==> src/rtl/ltsm_state_pkg.sv <==
package ltsm_state_pkg;

    // Training states of the link state machine
    // Code 6 is unused since the L1/L2 state is not modelled
    typedef enum logic [2:0] {
        RESET      = 3'd0,
        SBINIT     = 3'd1,
        MBINIT     = 3'd2,
        MBTRAIN    = 3'd3,
        LINKINIT   = 3'd4,
        ACTIVE     = 3'd5,
        TRAINERROR = 3'd7
    } ltsm_state_t;

    // Number of training phases between RESET and ACTIVE
    localparam int N_PHASES = 4;

    // Default timing in clk_100MHz cycles
    // Minimum stay in RESET before training may start
    localparam int DEF_RESET_DWELL = 100;

    // 8 ms per training state
    localparam int DEF_STATE_TIMEOUT = 800_000;

    // 1 us between resends of an unanswered request
    localparam int DEF_RETRY_CYCLES = 100;

    // Training state owned by each phase index
    localparam ltsm_state_t phase_state [N_PHASES] = '{
        SBINIT,
        MBINIT,
        MBTRAIN,
        LINKINIT
    };

endpackage

==> src/rtl/sb_msg_pkg.sv <==
package sb_msg_pkg;

    // Width of a sideband message code
    localparam int SB_MSG_W = 8;

    // Parallel sideband message code
    typedef logic [SB_MSG_W-1:0] sb_msg_t;

    // Request code sent by each training phase
    // Same index order as the phase enables
    localparam sb_msg_t PHASE_REQ [ltsm_state_pkg::N_PHASES] = '{
        8'h01,
        8'h02,
        8'h03,
        8'h04
    };

    // Top bit marks a response
    localparam sb_msg_t RESP_FLAG = 8'h80;

    // Sent once on entry to TRAINERROR
    localparam sb_msg_t MSG_TRAINERROR_ENTRY = 8'h7F;

    // Response code the partner returns for a given request
    function automatic sb_msg_t resp_code(input sb_msg_t req);
        resp_code = req | RESP_FLAG;
    endfunction

endpackage

==> src/rtl/ltsm_sequencer.sv <==
`timescale 1ns/100ps

module ltsm_sequencer #(
    parameter int RESET_DWELL   = ltsm_state_pkg::DEF_RESET_DWELL,
    parameter int STATE_TIMEOUT = ltsm_state_pkg::DEF_STATE_TIMEOUT
) (
    input  logic                                clk_100MHz,
    input  logic                                reset,
    input  logic                                enable_i,
    input  logic                                start_lt_i,
    input  logic [ltsm_state_pkg::N_PHASES-1:0] phase_done_i,
    input  logic                                err_done_i,
    output logic [ltsm_state_pkg::N_PHASES-1:0] phase_en_o,
    output logic                                err_en_o,
    output ltsm_state_pkg::ltsm_state_t         state_o,
    output logic                                active_o
);
    import ltsm_state_pkg::*;

    localparam int DWELL_W = $clog2(RESET_DWELL + 1);
    localparam int TMO_W   = $clog2(STATE_TIMEOUT + 1);

    ltsm_state_t         state_q;
    ltsm_state_t         state_d;
    logic [DWELL_W-1:0]  dwell_cnt;
    logic                dwell_done;
    logic [TMO_W-1:0]    tmo_cnt;
    logic                tmo_hit;
    logic [N_PHASES-1:0] phase_en;
    logic                in_phase;

    // One-hot decode of the training phase states
    always_comb begin
        for (int i = 0; i < N_PHASES; i++) begin
            phase_en[i] = (state_q == phase_state[i]);
        end
    end

    assign in_phase   = |phase_en;
    assign dwell_done = (dwell_cnt == DWELL_W'(RESET_DWELL));
    assign tmo_hit    = (tmo_cnt == TMO_W'(STATE_TIMEOUT));

    // Next state
    always_comb begin
        state_d = state_q;
        unique case (state_q)
            RESET: begin
                if (enable_i && start_lt_i && dwell_done) begin
                    state_d = SBINIT;
                end
            end
            SBINIT: begin
                if (phase_done_i[0]) begin
                    state_d = MBINIT;
                end
            end
            MBINIT: begin
                if (phase_done_i[1]) begin
                    state_d = MBTRAIN;
                end
            end
            MBTRAIN: begin
                if (phase_done_i[2]) begin
                    state_d = LINKINIT;
                end
            end
            LINKINIT: begin
                if (phase_done_i[3]) begin
                    state_d = ACTIVE;
                end
            end
            TRAINERROR: begin
                if (err_done_i) begin
                    state_d = RESET;
                end
            end
            // Only reset leaves ACTIVE
            ACTIVE: begin
                state_d = ACTIVE;
            end
            default: begin
                state_d = RESET;
            end
        endcase

        // Timeout wins over a done in the same cycle
        if (in_phase && tmo_hit) begin
            state_d = TRAINERROR;
        end
    end

    always_ff @(posedge clk_100MHz) begin
        if (reset) begin
            state_q <= RESET;
        end else begin
            state_q <= state_d;
        end
    end

    // Dwell restarts on every entry to RESET and holds once complete
    always_ff @(posedge clk_100MHz) begin
        if (reset) begin
            dwell_cnt <= '0;
        end else if (state_q != RESET) begin
            dwell_cnt <= '0;
        end else if (!dwell_done) begin
            dwell_cnt <= dwell_cnt + 1'b1;
        end
    end

    // State timeout, only runs inside the training phases
    always_ff @(posedge clk_100MHz) begin
        if (reset) begin
            tmo_cnt <= '0;
        end else if (!in_phase || (state_d != state_q)) begin
            tmo_cnt <= '0;
        end else if (!tmo_hit) begin
            tmo_cnt <= tmo_cnt + 1'b1;
        end
    end

    assign phase_en_o = phase_en;
    assign err_en_o   = (state_q == TRAINERROR);
    assign active_o   = (state_q == ACTIVE);
    assign state_o    = state_q;

endmodule

==> src/rtl/ltsm_top.sv <==
`timescale 1ns/100ps

module ltsm_top #(
    parameter int RESET_DWELL   = ltsm_state_pkg::DEF_RESET_DWELL,
    parameter int STATE_TIMEOUT = ltsm_state_pkg::DEF_STATE_TIMEOUT,
    parameter int RETRY_CYCLES  = ltsm_state_pkg::DEF_RETRY_CYCLES
) (
    input  logic                        clk_100MHz,
    input  logic                        reset,
    input  logic                        enable_i,
    input  logic                        start_lt_i,
    input  logic                        sb_tx_send_next_i,
    input  logic                        sb_rx_valid_i,
    input  sb_msg_pkg::sb_msg_t         sb_rx_msg_i,
    output logic                        sb_tx_valid_o,
    output sb_msg_pkg::sb_msg_t         sb_tx_msg_o,
    output ltsm_state_pkg::ltsm_state_t ltsm_state_o,
    output logic                        ltsm_active_o
);
    import ltsm_state_pkg::*;
    import sb_msg_pkg::*;

    logic [N_PHASES-1:0] phase_en;
    logic [N_PHASES-1:0] phase_done;
    logic [N_PHASES-1:0] req_valid;
    sb_msg_t             req_msg [N_PHASES];
    logic                err_en;
    logic                err_done;

    ltsm_sequencer #(
        .RESET_DWELL  (RESET_DWELL),
        .STATE_TIMEOUT(STATE_TIMEOUT)
    ) sequencer_inst (
        .clk_100MHz  (clk_100MHz),
        .reset       (reset),
        .enable_i    (enable_i),
        .start_lt_i  (start_lt_i),
        .phase_done_i(phase_done),
        .err_done_i  (err_done),
        .phase_en_o  (phase_en),
        .err_en_o    (err_en),
        .state_o     (ltsm_state_o),
        .active_o    (ltsm_active_o)
    );

    // One request/response exchange per training phase
    for (genvar i = 0; i < N_PHASES; i++) begin : g_phase
        phase_exchange #(
            .REQ_CODE    (PHASE_REQ[i]),
            .RETRY_CYCLES(RETRY_CYCLES)
        ) phase_inst (
            .clk_100MHz    (clk_100MHz),
            .reset         (reset),
            .enable_i      (phase_en[i]),
            .sb_send_next_i(sb_tx_send_next_i),
            .sb_rx_valid_i (sb_rx_valid_i),
            .sb_rx_msg_i   (sb_rx_msg_i),
            .req_valid_o   (req_valid[i]),
            .req_msg_o     (req_msg[i]),
            .done_o        (phase_done[i])
        );
    end

    sb_tx_select select_inst (
        .clk_100MHz    (clk_100MHz),
        .reset         (reset),
        .req_valid_i   (req_valid),
        .req_msg_i     (req_msg),
        .err_en_i      (err_en),
        .sb_send_next_i(sb_tx_send_next_i),
        .sb_tx_valid_o (sb_tx_valid_o),
        .sb_tx_msg_o   (sb_tx_msg_o),
        .err_done_o    (err_done)
    );

endmodule

==> src/rtl/phase_exchange.sv <==
`timescale 1ns/100ps

module phase_exchange #(
    parameter sb_msg_pkg::sb_msg_t REQ_CODE     = 8'h01,
    parameter int                  RETRY_CYCLES = ltsm_state_pkg::DEF_RETRY_CYCLES
) (
    input  logic                clk_100MHz,
    input  logic                reset,
    input  logic                enable_i,
    input  logic                sb_send_next_i,
    input  logic                sb_rx_valid_i,
    input  sb_msg_pkg::sb_msg_t sb_rx_msg_i,
    output logic                req_valid_o,
    output sb_msg_pkg::sb_msg_t req_msg_o,
    output logic                done_o
);
    import sb_msg_pkg::*;

    typedef enum logic [1:0] {
        PH_IDLE,
        PH_SENDING,
        PH_WAITING,
        PH_DONE
    } phase_fsm_t;

    localparam int      RETRY_W   = $clog2(RETRY_CYCLES + 1);
    localparam sb_msg_t RESP_CODE = resp_code(REQ_CODE);

    phase_fsm_t         fsm_q;
    logic [RETRY_W-1:0] retry_cnt;
    logic               accepted_once;
    logic               rsp_seen;
    logic               rsp_hit;
    logic               retry_hit;
    logic               req_valid;

    // Matching response only counts once the request has gone out
    assign rsp_hit   = sb_rx_valid_i && (sb_rx_msg_i == RESP_CODE) && accepted_once;
    assign retry_hit = (retry_cnt == RETRY_W'(RETRY_CYCLES - 1));

    // Leaving the phase clears everything
    always_ff @(posedge clk_100MHz) begin
        if (reset || !enable_i) begin
            fsm_q         <= PH_IDLE;
            retry_cnt     <= '0;
            accepted_once <= 1'b0;
            rsp_seen      <= 1'b0;
        end else begin
            unique case (fsm_q)
                PH_IDLE: begin
                    fsm_q <= PH_SENDING;
                end
                PH_SENDING: begin
                    // A late answer during a resend is kept until the resend is taken
                    if (rsp_hit) begin
                        rsp_seen <= 1'b1;
                    end
                    if (sb_send_next_i) begin
                        accepted_once <= 1'b1;
                        retry_cnt     <= '0;
                        fsm_q         <= (rsp_hit || rsp_seen) ? PH_DONE : PH_WAITING;
                    end
                end
                PH_WAITING: begin
                    if (rsp_hit) begin
                        fsm_q <= PH_DONE;
                    end else if (retry_hit) begin
                        fsm_q <= PH_SENDING;
                    end else begin
                        retry_cnt <= retry_cnt + 1'b1;
                    end
                end
                PH_DONE: begin
                    fsm_q <= PH_DONE;
                end
                default: begin
                    fsm_q <= PH_IDLE;
                end
            endcase
        end
    end

    // Drop the request as soon as the phase is disabled
    assign req_valid   = (fsm_q == PH_SENDING) && enable_i;
    assign req_valid_o = req_valid;
    assign req_msg_o   = req_valid ? REQ_CODE : '0;
    assign done_o      = (fsm_q == PH_DONE);

endmodule

==> src/rtl/sb_tx_select.sv <==
`timescale 1ns/100ps

module sb_tx_select (
    input  logic                                clk_100MHz,
    input  logic                                reset,
    input  logic [ltsm_state_pkg::N_PHASES-1:0] req_valid_i,
    input  sb_msg_pkg::sb_msg_t                 req_msg_i [ltsm_state_pkg::N_PHASES],
    input  logic                                err_en_i,
    input  logic                                sb_send_next_i,
    output logic                                sb_tx_valid_o,
    output sb_msg_pkg::sb_msg_t                 sb_tx_msg_o,
    output logic                                err_done_o
);
    import ltsm_state_pkg::*;
    import sb_msg_pkg::*;

    logic    phase_valid;
    sb_msg_t phase_msg;
    logic    err_pend;
    logic    err_sent;

    // AND-OR merge, only the enabled phase can be valid
    always_comb begin
        phase_valid = |req_valid_i;
        phase_msg   = '0;
        for (int i = 0; i < N_PHASES; i++) begin
            if (req_valid_i[i]) begin
                phase_msg = phase_msg | req_msg_i[i];
            end
        end
    end

    // One error-entry message per TRAINERROR visit
    always_ff @(posedge clk_100MHz) begin
        if (reset) begin
            err_pend <= 1'b0;
            err_sent <= 1'b0;
        end else if (!err_en_i) begin
            err_pend <= 1'b0;
            err_sent <= 1'b0;
        end else if (err_pend) begin
            if (sb_send_next_i) begin
                err_pend <= 1'b0;
                err_sent <= 1'b1;
            end
        end else if (!err_sent) begin
            err_pend <= 1'b1;
        end
    end

    assign err_done_o    = err_pend && sb_send_next_i;
    assign sb_tx_valid_o = err_pend || phase_valid;
    assign sb_tx_msg_o   = err_pend ? MSG_TRAINERROR_ENTRY : phase_msg;

endmodule

==> config.mk <==
export PLATFORM = sky130hd
export DESIGN_NAME = ltsm_top
export DESIGN_NICKNAME = d
export VERILOG_FILES = /design/src/rtl/ltsm_state_pkg.sv /design/src/rtl/sb_msg_pkg.sv /design/src/rtl/ltsm_sequencer.sv /design/src/rtl/ltsm_top.sv /design/src/rtl/phase_exchange.sv /design/src/rtl/sb_tx_select.sv
export SDC_FILE = /design/constraint.sdc
export NUM_CORES = 1
export LEC_CHECK = 0
export ABC_AREA = 1
export BUFFER_PORTS_ARGS = -buffer_cell sky130_fd_sc_hd__buf_2
export CORE_UTILIZATION = 65
export CTS_CLUSTER_DIAMETER = 150
export CTS_CLUSTER_SIZE = 8
export DETAILED_ROUTE_END_ITERATION = 16
export PLACE_DENSITY = 0.85
export SETUP_SLACK_MARGIN = 0.02
export SLEW_MARGIN = 20
export SYNTH_ARGS = -nofsm -noshare
export SYNTH_HDL_FRONTEND = slang
export SYNTH_SLANG_ARGS = --single-unit
==> constraint.sdc <==
create_clock -name clk_100MHz -period 2.44 [get_ports clk_100MHz]
set_input_delay 0.488 -clock clk_100MHz [delete_from_list [all_inputs] [get_ports clk_100MHz]]
set_output_delay 0.488 -clock clk_100MHz [all_outputs]
set_load 0.005 [all_outputs]
## Word level (Yosys, flattened, before mapping)

Cells that the tools add are included.

- Eq/ne operators: 45
- Bitwise logic cells: 4
- Muxes and demuxes: 52
- $add $sub $neg: 6
- Reductions and logical operators: 63

Operators with widths:

| kind | number |
|---|---|
| two-way mux 7 bit | 9 |
| case mux 7 bit (2 select lines) | 4 |
| adder 7 x 1 -> 7 bit, second input constant | 5 |
| == test 7 bit, second input constant | 5 |
| == test 8 bit, second input constant | 4 |
| two-way mux 8 bit | 4 |
| case mux 2 bit (4 select lines) | 4 |
| two-way mux 2 bit | 14 |
| AND reduction 2 bit | 13 |
| two-way mux 3 bit | 8 |
| != test 2 bit, second input constant | 12 |
| case mux 3 bit (7 select lines) | 1 |
| adder 20 x 1 -> 20 bit, second input constant | 1 |
| == test 20 bit, second input constant | 1 |
| == test 2 bit, second input constant | 8 |
| logical AND 1 bit | 16 |
| OR 8 x 2 -> 8 bit | 2 |
| AND reduction 4 bit | 4 |
| != test 3 x 1 -> 1 bit, second input constant | 4 |
| logical OR 1 bit | 10 |
| == test 3 bit, second input constant | 3 |
| == test 2 x 1 -> 1 bit, second input constant | 4 |
| zero test 2 bit | 4 |
| two-way mux 1 bit | 8 |
| other kinds (11) | 22 |

- Bits in registers: 76
- Bits of input ports: 14
- Output and inout bits: 13
- Logic and storage cells: 191

## Longest topological paths before layout

- Depth after elaboration: 10
- Mapped depth: 14
- Gate-level depth less buffers: 13

## Hierarchy

From an unflattened synthesis, not the netlist that was laid out.

- Cells, all modules: 808
- Area, all modules: 5321.4 um^2

By module, submodules not included:

| module | instances | area each (um^2) | cells each | sequential area each (um^2) |
|---|---|---|---|---|
| ltsm_sequencer | 1 | 1755.4 | 244 | 600.6 |
| phase_exchange at g_phase[0].phase_inst ... | 2 | 804.5 | 122 | 220.2 |
| phase_exchange at g_phase[3].phase_inst | 1 | 800.8 | 131 | 220.2 |
| phase_exchange at g_phase[2].phase_inst | 1 | 793.3 | 121 | 220.2 |
| sb_tx_select | 1 | 362.8 | 68 | 40.0 |

## Worst setup path before layout

OpenSTA, ideal clock, no wires.

- Kind: reg-to-reg
- From: register sequencer_inst.tmo_cnt[0]
- To: register sequencer_inst.tmo_cnt[12]
- Cell stages (with the launch flop): 10
- Setup time: 0.112 ns
- Buffers on the path: 0
- Required time: 2.328 ns
- Arrival time: 1.440 ns
- Path slack: 0.888 ns
- Clock period less this slack: 1.552 ns
- Path through: dfxtp_1 > ha_1 > nand2_1 > nor3_2 > nand3_1 > nor2_2 > nand2_1 > xor2_1 > inv_1 > nor2_4

- Cells in the longest elaborated chain, start to end: 6
- Elaborated cells on any way between the ends: 7
- Classes of those cells: 1 x add/sub; 2 x eq/ne; 1 x mux; 3 x reduce/logical

Ends and longest elaborated chain:

| element | RTL line | RTL |
|---|---|---|
| start: declaration | ltsm_sequencer.sv:27 | `logic [TMO_W-1:0] tmo_cnt;` |
| start signal: assignment | ltsm_sequencer.sv:118 | `tmo_cnt <= tmo_cnt + 1'b1;` |
| == test 20 bit | ltsm_sequencer.sv:41 | `assign tmo_hit = (tmo_cnt == TMO_W'(STATE_TIMEOUT));` |
| logical AND 1 bit | ltsm_sequencer.sv:87 | `if (in_phase && tmo_hit) begin` |
| two-way mux 3 bit | ltsm_sequencer.sv:87 |  |
| != test 3 bit | ltsm_sequencer.sv:115 | `end else if (!in_phase \|\| (state_d != state_q)) begin` |
| logical OR 1 bit | ltsm_sequencer.sv:115 |  |
| OR reduction 2 bit (no line) | - |  |

Parallel ways exist; a longest one is shown, timed or not.
A chain may end at the register's enable or synchronous reset.

## Worst setup path after layout

- From: register sequencer_inst.state_q[0] (netlist: sequencer_inst.state_o[0])
- To: output port sb_tx_valid_o

- Cells in the longest elaborated chain, start to end: 4
- Elaborated cells on any way between the ends: 10
- Classes of those cells: 4 x eq/ne; 6 x reduce/logical

Ends and longest elaborated chain:

| element | RTL line | RTL |
|---|---|---|
| start: declaration | ltsm_sequencer.sv:23 | `ltsm_state_t state_q;` |
| start signal: assignment | ltsm_sequencer.sv:96 | `state_q <= state_d;` |
| == test 3 x 1 -> 1 bit (tied with other cells) | ltsm_sequencer.sv:35 | `phase_en[i] = (state_q == phase_state[i]);` |
| logical AND 1 bit | phase_exchange.sv:84 | `assign req_valid = (fsm_q == PH_SENDING) && enable_i;` |
| OR reduction 4 bit (*) | sb_tx_select.sv:24 | `phase_valid = \|req_valid_i;` |
| logical OR 1 bit (*) | sb_tx_select.sv:52 | `assign sb_tx_valid_o = err_pend \|\| phase_valid;` |
| end: declaration | ltsm_top.sv:15 | `output logic sb_tx_valid_o,` |

Every way passes the cells marked *; elsewhere a longest branch is shown, timed or not.

==> impl_metrics.env <==
export IMPL_status="complete, no violations"
export IMPL_finalCritPeriodShare=0.860
export IMPL_cts_root_buffer="clkbuf_8"
export IMPL_drive_above_1_share=0.136
export IMPL_dp_hpwl_um=6650
export IMPL_drt_first_pass_iters=4
export IMPL_fillers=521
export IMPL_dr_first_iter_drc_count=138
export IMPL_critPathRequiredTime_ns=1.95
export IMPL_wirelength_um=8830
export IMPL_post_cts_repair_setup_buffers=0
export IMPL_power_density_nw_per_um2=519
export IMPL_final_cell_mix="129 x nand2_1, 80 x nor2_1, 76 x dfxtp_1, 71 x inv_1, 56 x nand3_1"
export IMPL_crit_type="reg2out"
export IMPL_hp_class="reg2reg"
export IMPL_crit_fanout=9
export IMPL_yosysSeqAreaShare=0.360
export IMPL_clock_skew_ns=0.00941
export IMPL_rows=29
export IMPL_ir_drop_uv=379
export IMPL_cts_tree="done"
export IMPL_vias=3946
export IMPL_grt_pass1_wl_um=14600
export IMPL_cts_sinks=76
export IMPL_antenna_cells=0
export IMPL_dieArea_um2=6820
export IMPL_die_w_um=82.6
export IMPL_grt_ovfl_total=0
export IMPL_core_um2=6310
export IMPL_postCtsHoldBufs=0
export IMPL_gr_usage_all_layers=0.277
export IMPL_wl_per_cell_um=12.2
export IMPL_h_tree_depth=3
export IMPL_synth_edf_count=0
export IMPL_grt_max_degree=13
export IMPL_cap_violations=0
export IMPL_power_leakage_nw=1.72
export IMPL_critPathMaxStageDelay_ns=0.54
export IMPL_syn_area_um2=4220
export IMPL_nNetsFinal=662
export IMPL_avgSynthCellArea_um2=6.88
export IMPL_finalWeightedCongestion=0.852
export IMPL_fin_crit_ns=2.10
export IMPL_fmax_mhz=477
export IMPL_die_h_um=82.6
export IMPL_ys_ff_latch=76
export IMPL_ios=27
export IMPL_drc=0
export IMPL_tightest_slew_ns=0.527
export IMPL_layout_commonest_cell="nand2_1"
export IMPL_ys_flop_type="dfxtp_1"
export IMPL_crit_chain="nand2_1, nor2_1, nand2_1, nand4_1, buf_2"
export IMPL_postRouteAntennaNets=0
export IMPL_numCtsBuffers=9
export IMPL_io_buffers=25
export IMPL_hold_violations=0
export IMPL_end_kind="output port"
export IMPL_grt_pass1_vias=3535
export IMPL_antenna_found_initial=0
export IMPL_drv_slew=0
export IMPL_insertion_delay_ns=0.35
export IMPL_worst_path_buf_inv=1
export IMPL_ys_types=42
export IMPL_rsz0062_at_grt="no"
export IMPL_start_util=0.669
export IMPL_cp_top_family="simple AND/OR/NAND/NOR gates"
export IMPL_clockBufferDepth=2
export IMPL_synthArstFlopShare=0
export IMPL_area_growth_pct=9.30
export IMPL_cts_reportedPaths_clkPinSlew_ns=0.08
export IMPL_finalSetupTns_ns=0
export IMPL_place_ws_ns=0.474
export IMPL_worst_setup_path_start_kind="flip-flop"
export IMPL_cpMostUsedCell="nand2_1"
export IMPL_setup_viol=0
export IMPL_syn_nets=636
export IMPL_viasPerCell=5.47
export IMPL_syn_inst=614
export IMPL_yosysWarnings=0
export IMPL_critPathSlowestCell="dfxtp_1"
export IMPL_slew_headroom=0.646
export IMPL_power_mw=2.40
export IMPL_cp_arrival_ns=1.61
export IMPL_postCtsResizedCells=0
export IMPL_worst_slack_ns=0.342
-- report_power, final --
group / switching [mW] / internal (mW)
Clock: 0.445 / 0.660
Combinational: 0.0271 / 0.0172
Sequential: 0.00377 / 1.24
Total: 0.475 / 1.92
-- worst reg2reg max path, cell delays in order, from the launching register on --
cell and delay [ns]:
dfxtp_1 0.38, inv_1 0.08, ha_1 0.20, inv_1 0.05, nor2_1 0.03, nand3b_1 0.16, nor2_1 0.07, nor2_2 0.13
nand4_1 0.10, nand2_1 0.08, inv_1 0.04, nand2_2 0.27, buf_12 0.20, nor2_2 0.04
-- sequential cells by signal, indices dropped and copies added, names as in the netlist --
| name | flops |
|---|---|
| g_phase.phase_inst.retry_cnt | 28 |
| g_phase.phase_inst.rsp_seen | 4 |
| g_phase.phase_inst.accepted_once | 4 |
| g_phase.phase_inst.fsm_q | 8 |
| select_inst.err_pend | 1 |
| select_inst.err_sent | 1 |
| sequencer_inst.dwell_cnt | 7 |
| sequencer_inst.tmo_cnt | 20 |
| sequencer_inst.state_o | 3 |
-- Yosys cell counts (2+ instances only) --
cell	count	area share
nor4_1	4	0.0059
nor3_1	10	0.012
nand2_1	129	0.11
nor2_2	24	0.036
ha_1	8	0.024
nand3b_1	4	0.0071
nand4_1	14	0.021
a31oi_1	4	0.0059
nor2_1	80	0.071
dfxtp_1	76	0.36
xor2_1	22	0.046
buf_6	3	0.0080
o21ai_1	3	0.0036
o21ai_0	7	0.0083
nor2_4	2	0.0053
inv_1	71	0.063
nor3b_1	3	0.0053
buf_4	5	0.0089
xnor2_1	11	0.023
a21oi_1	45	0.053
nand3_1	56	0.066
inv_2	4	0.0036
nand2_2	10	0.015
-- path summary, 6_finish.rpt --
kind | startpoint | to | slack (ns) | cells after the start
max | sequencer_inst.state_o[0] | sb_tx_valid_o | 0.34 | 5
min | select_inst.err_sent | select_inst.err_pend | 0.45 | 1
max reg2reg | sequencer_inst.dwell_cnt[0] | sequencer_inst.tmo_cnt[10] | 0.50 | 13
min reg2reg | select_inst.err_sent | select_inst.err_pend | 0.45 | 1
-- per-layer routing --
metal	track usage	part of all wire	vias up
met1	0.334	0.45	1799
met5	0	0	-
met4	0.140	0.025	0
li1	-	-	2026
met2	0.458	0.47	96
met3	0.0670	0.053	25
-- cell families (layout without fill, tap and decap cells) --
kind of cell | count (synthesis) | in the layout | synth area share
adder cells (fa/ha/maj) | 8 | 8 | 0.0237
AO/OA/AOI/OAI | 66 | 66 | 0.0844
XOR/XNOR | 33 | 33 | 0.0684
other | 1 | 1 | 0.000888
buffers and inverters | 88 | 119 | 0.0892
flip-flops | 76 | 76 | 0.360
AND/OR/NAND/NOR | 342 | 342 | 0.373
-- area by class of cell --
class                   count  area [µm²]  area share
well taps                  77        96.3      0.0209
flip-flops and latches     76        1520       0.330
clock inverters             3        67.6      0.0146
multi-input cells         450        2320       0.504
clock buffers              13         169      0.0366
repair buffers             26         145      0.0314
inverters                  77         292      0.0632
-- per-stage QoR --
stage,instances,hold WS [ns],utilization,instance area [µm²]
floorplan,614,0.412,-,4220
global placement,706,0.416,0.694,4380
detailed placement,706,0.428,0.694,4380
CTS,722,0.447,0.731,4620
global route,722,0.469,0.731,4620
finish,722,0.449,0.731,4620
(Power assumes the default switching activity.)
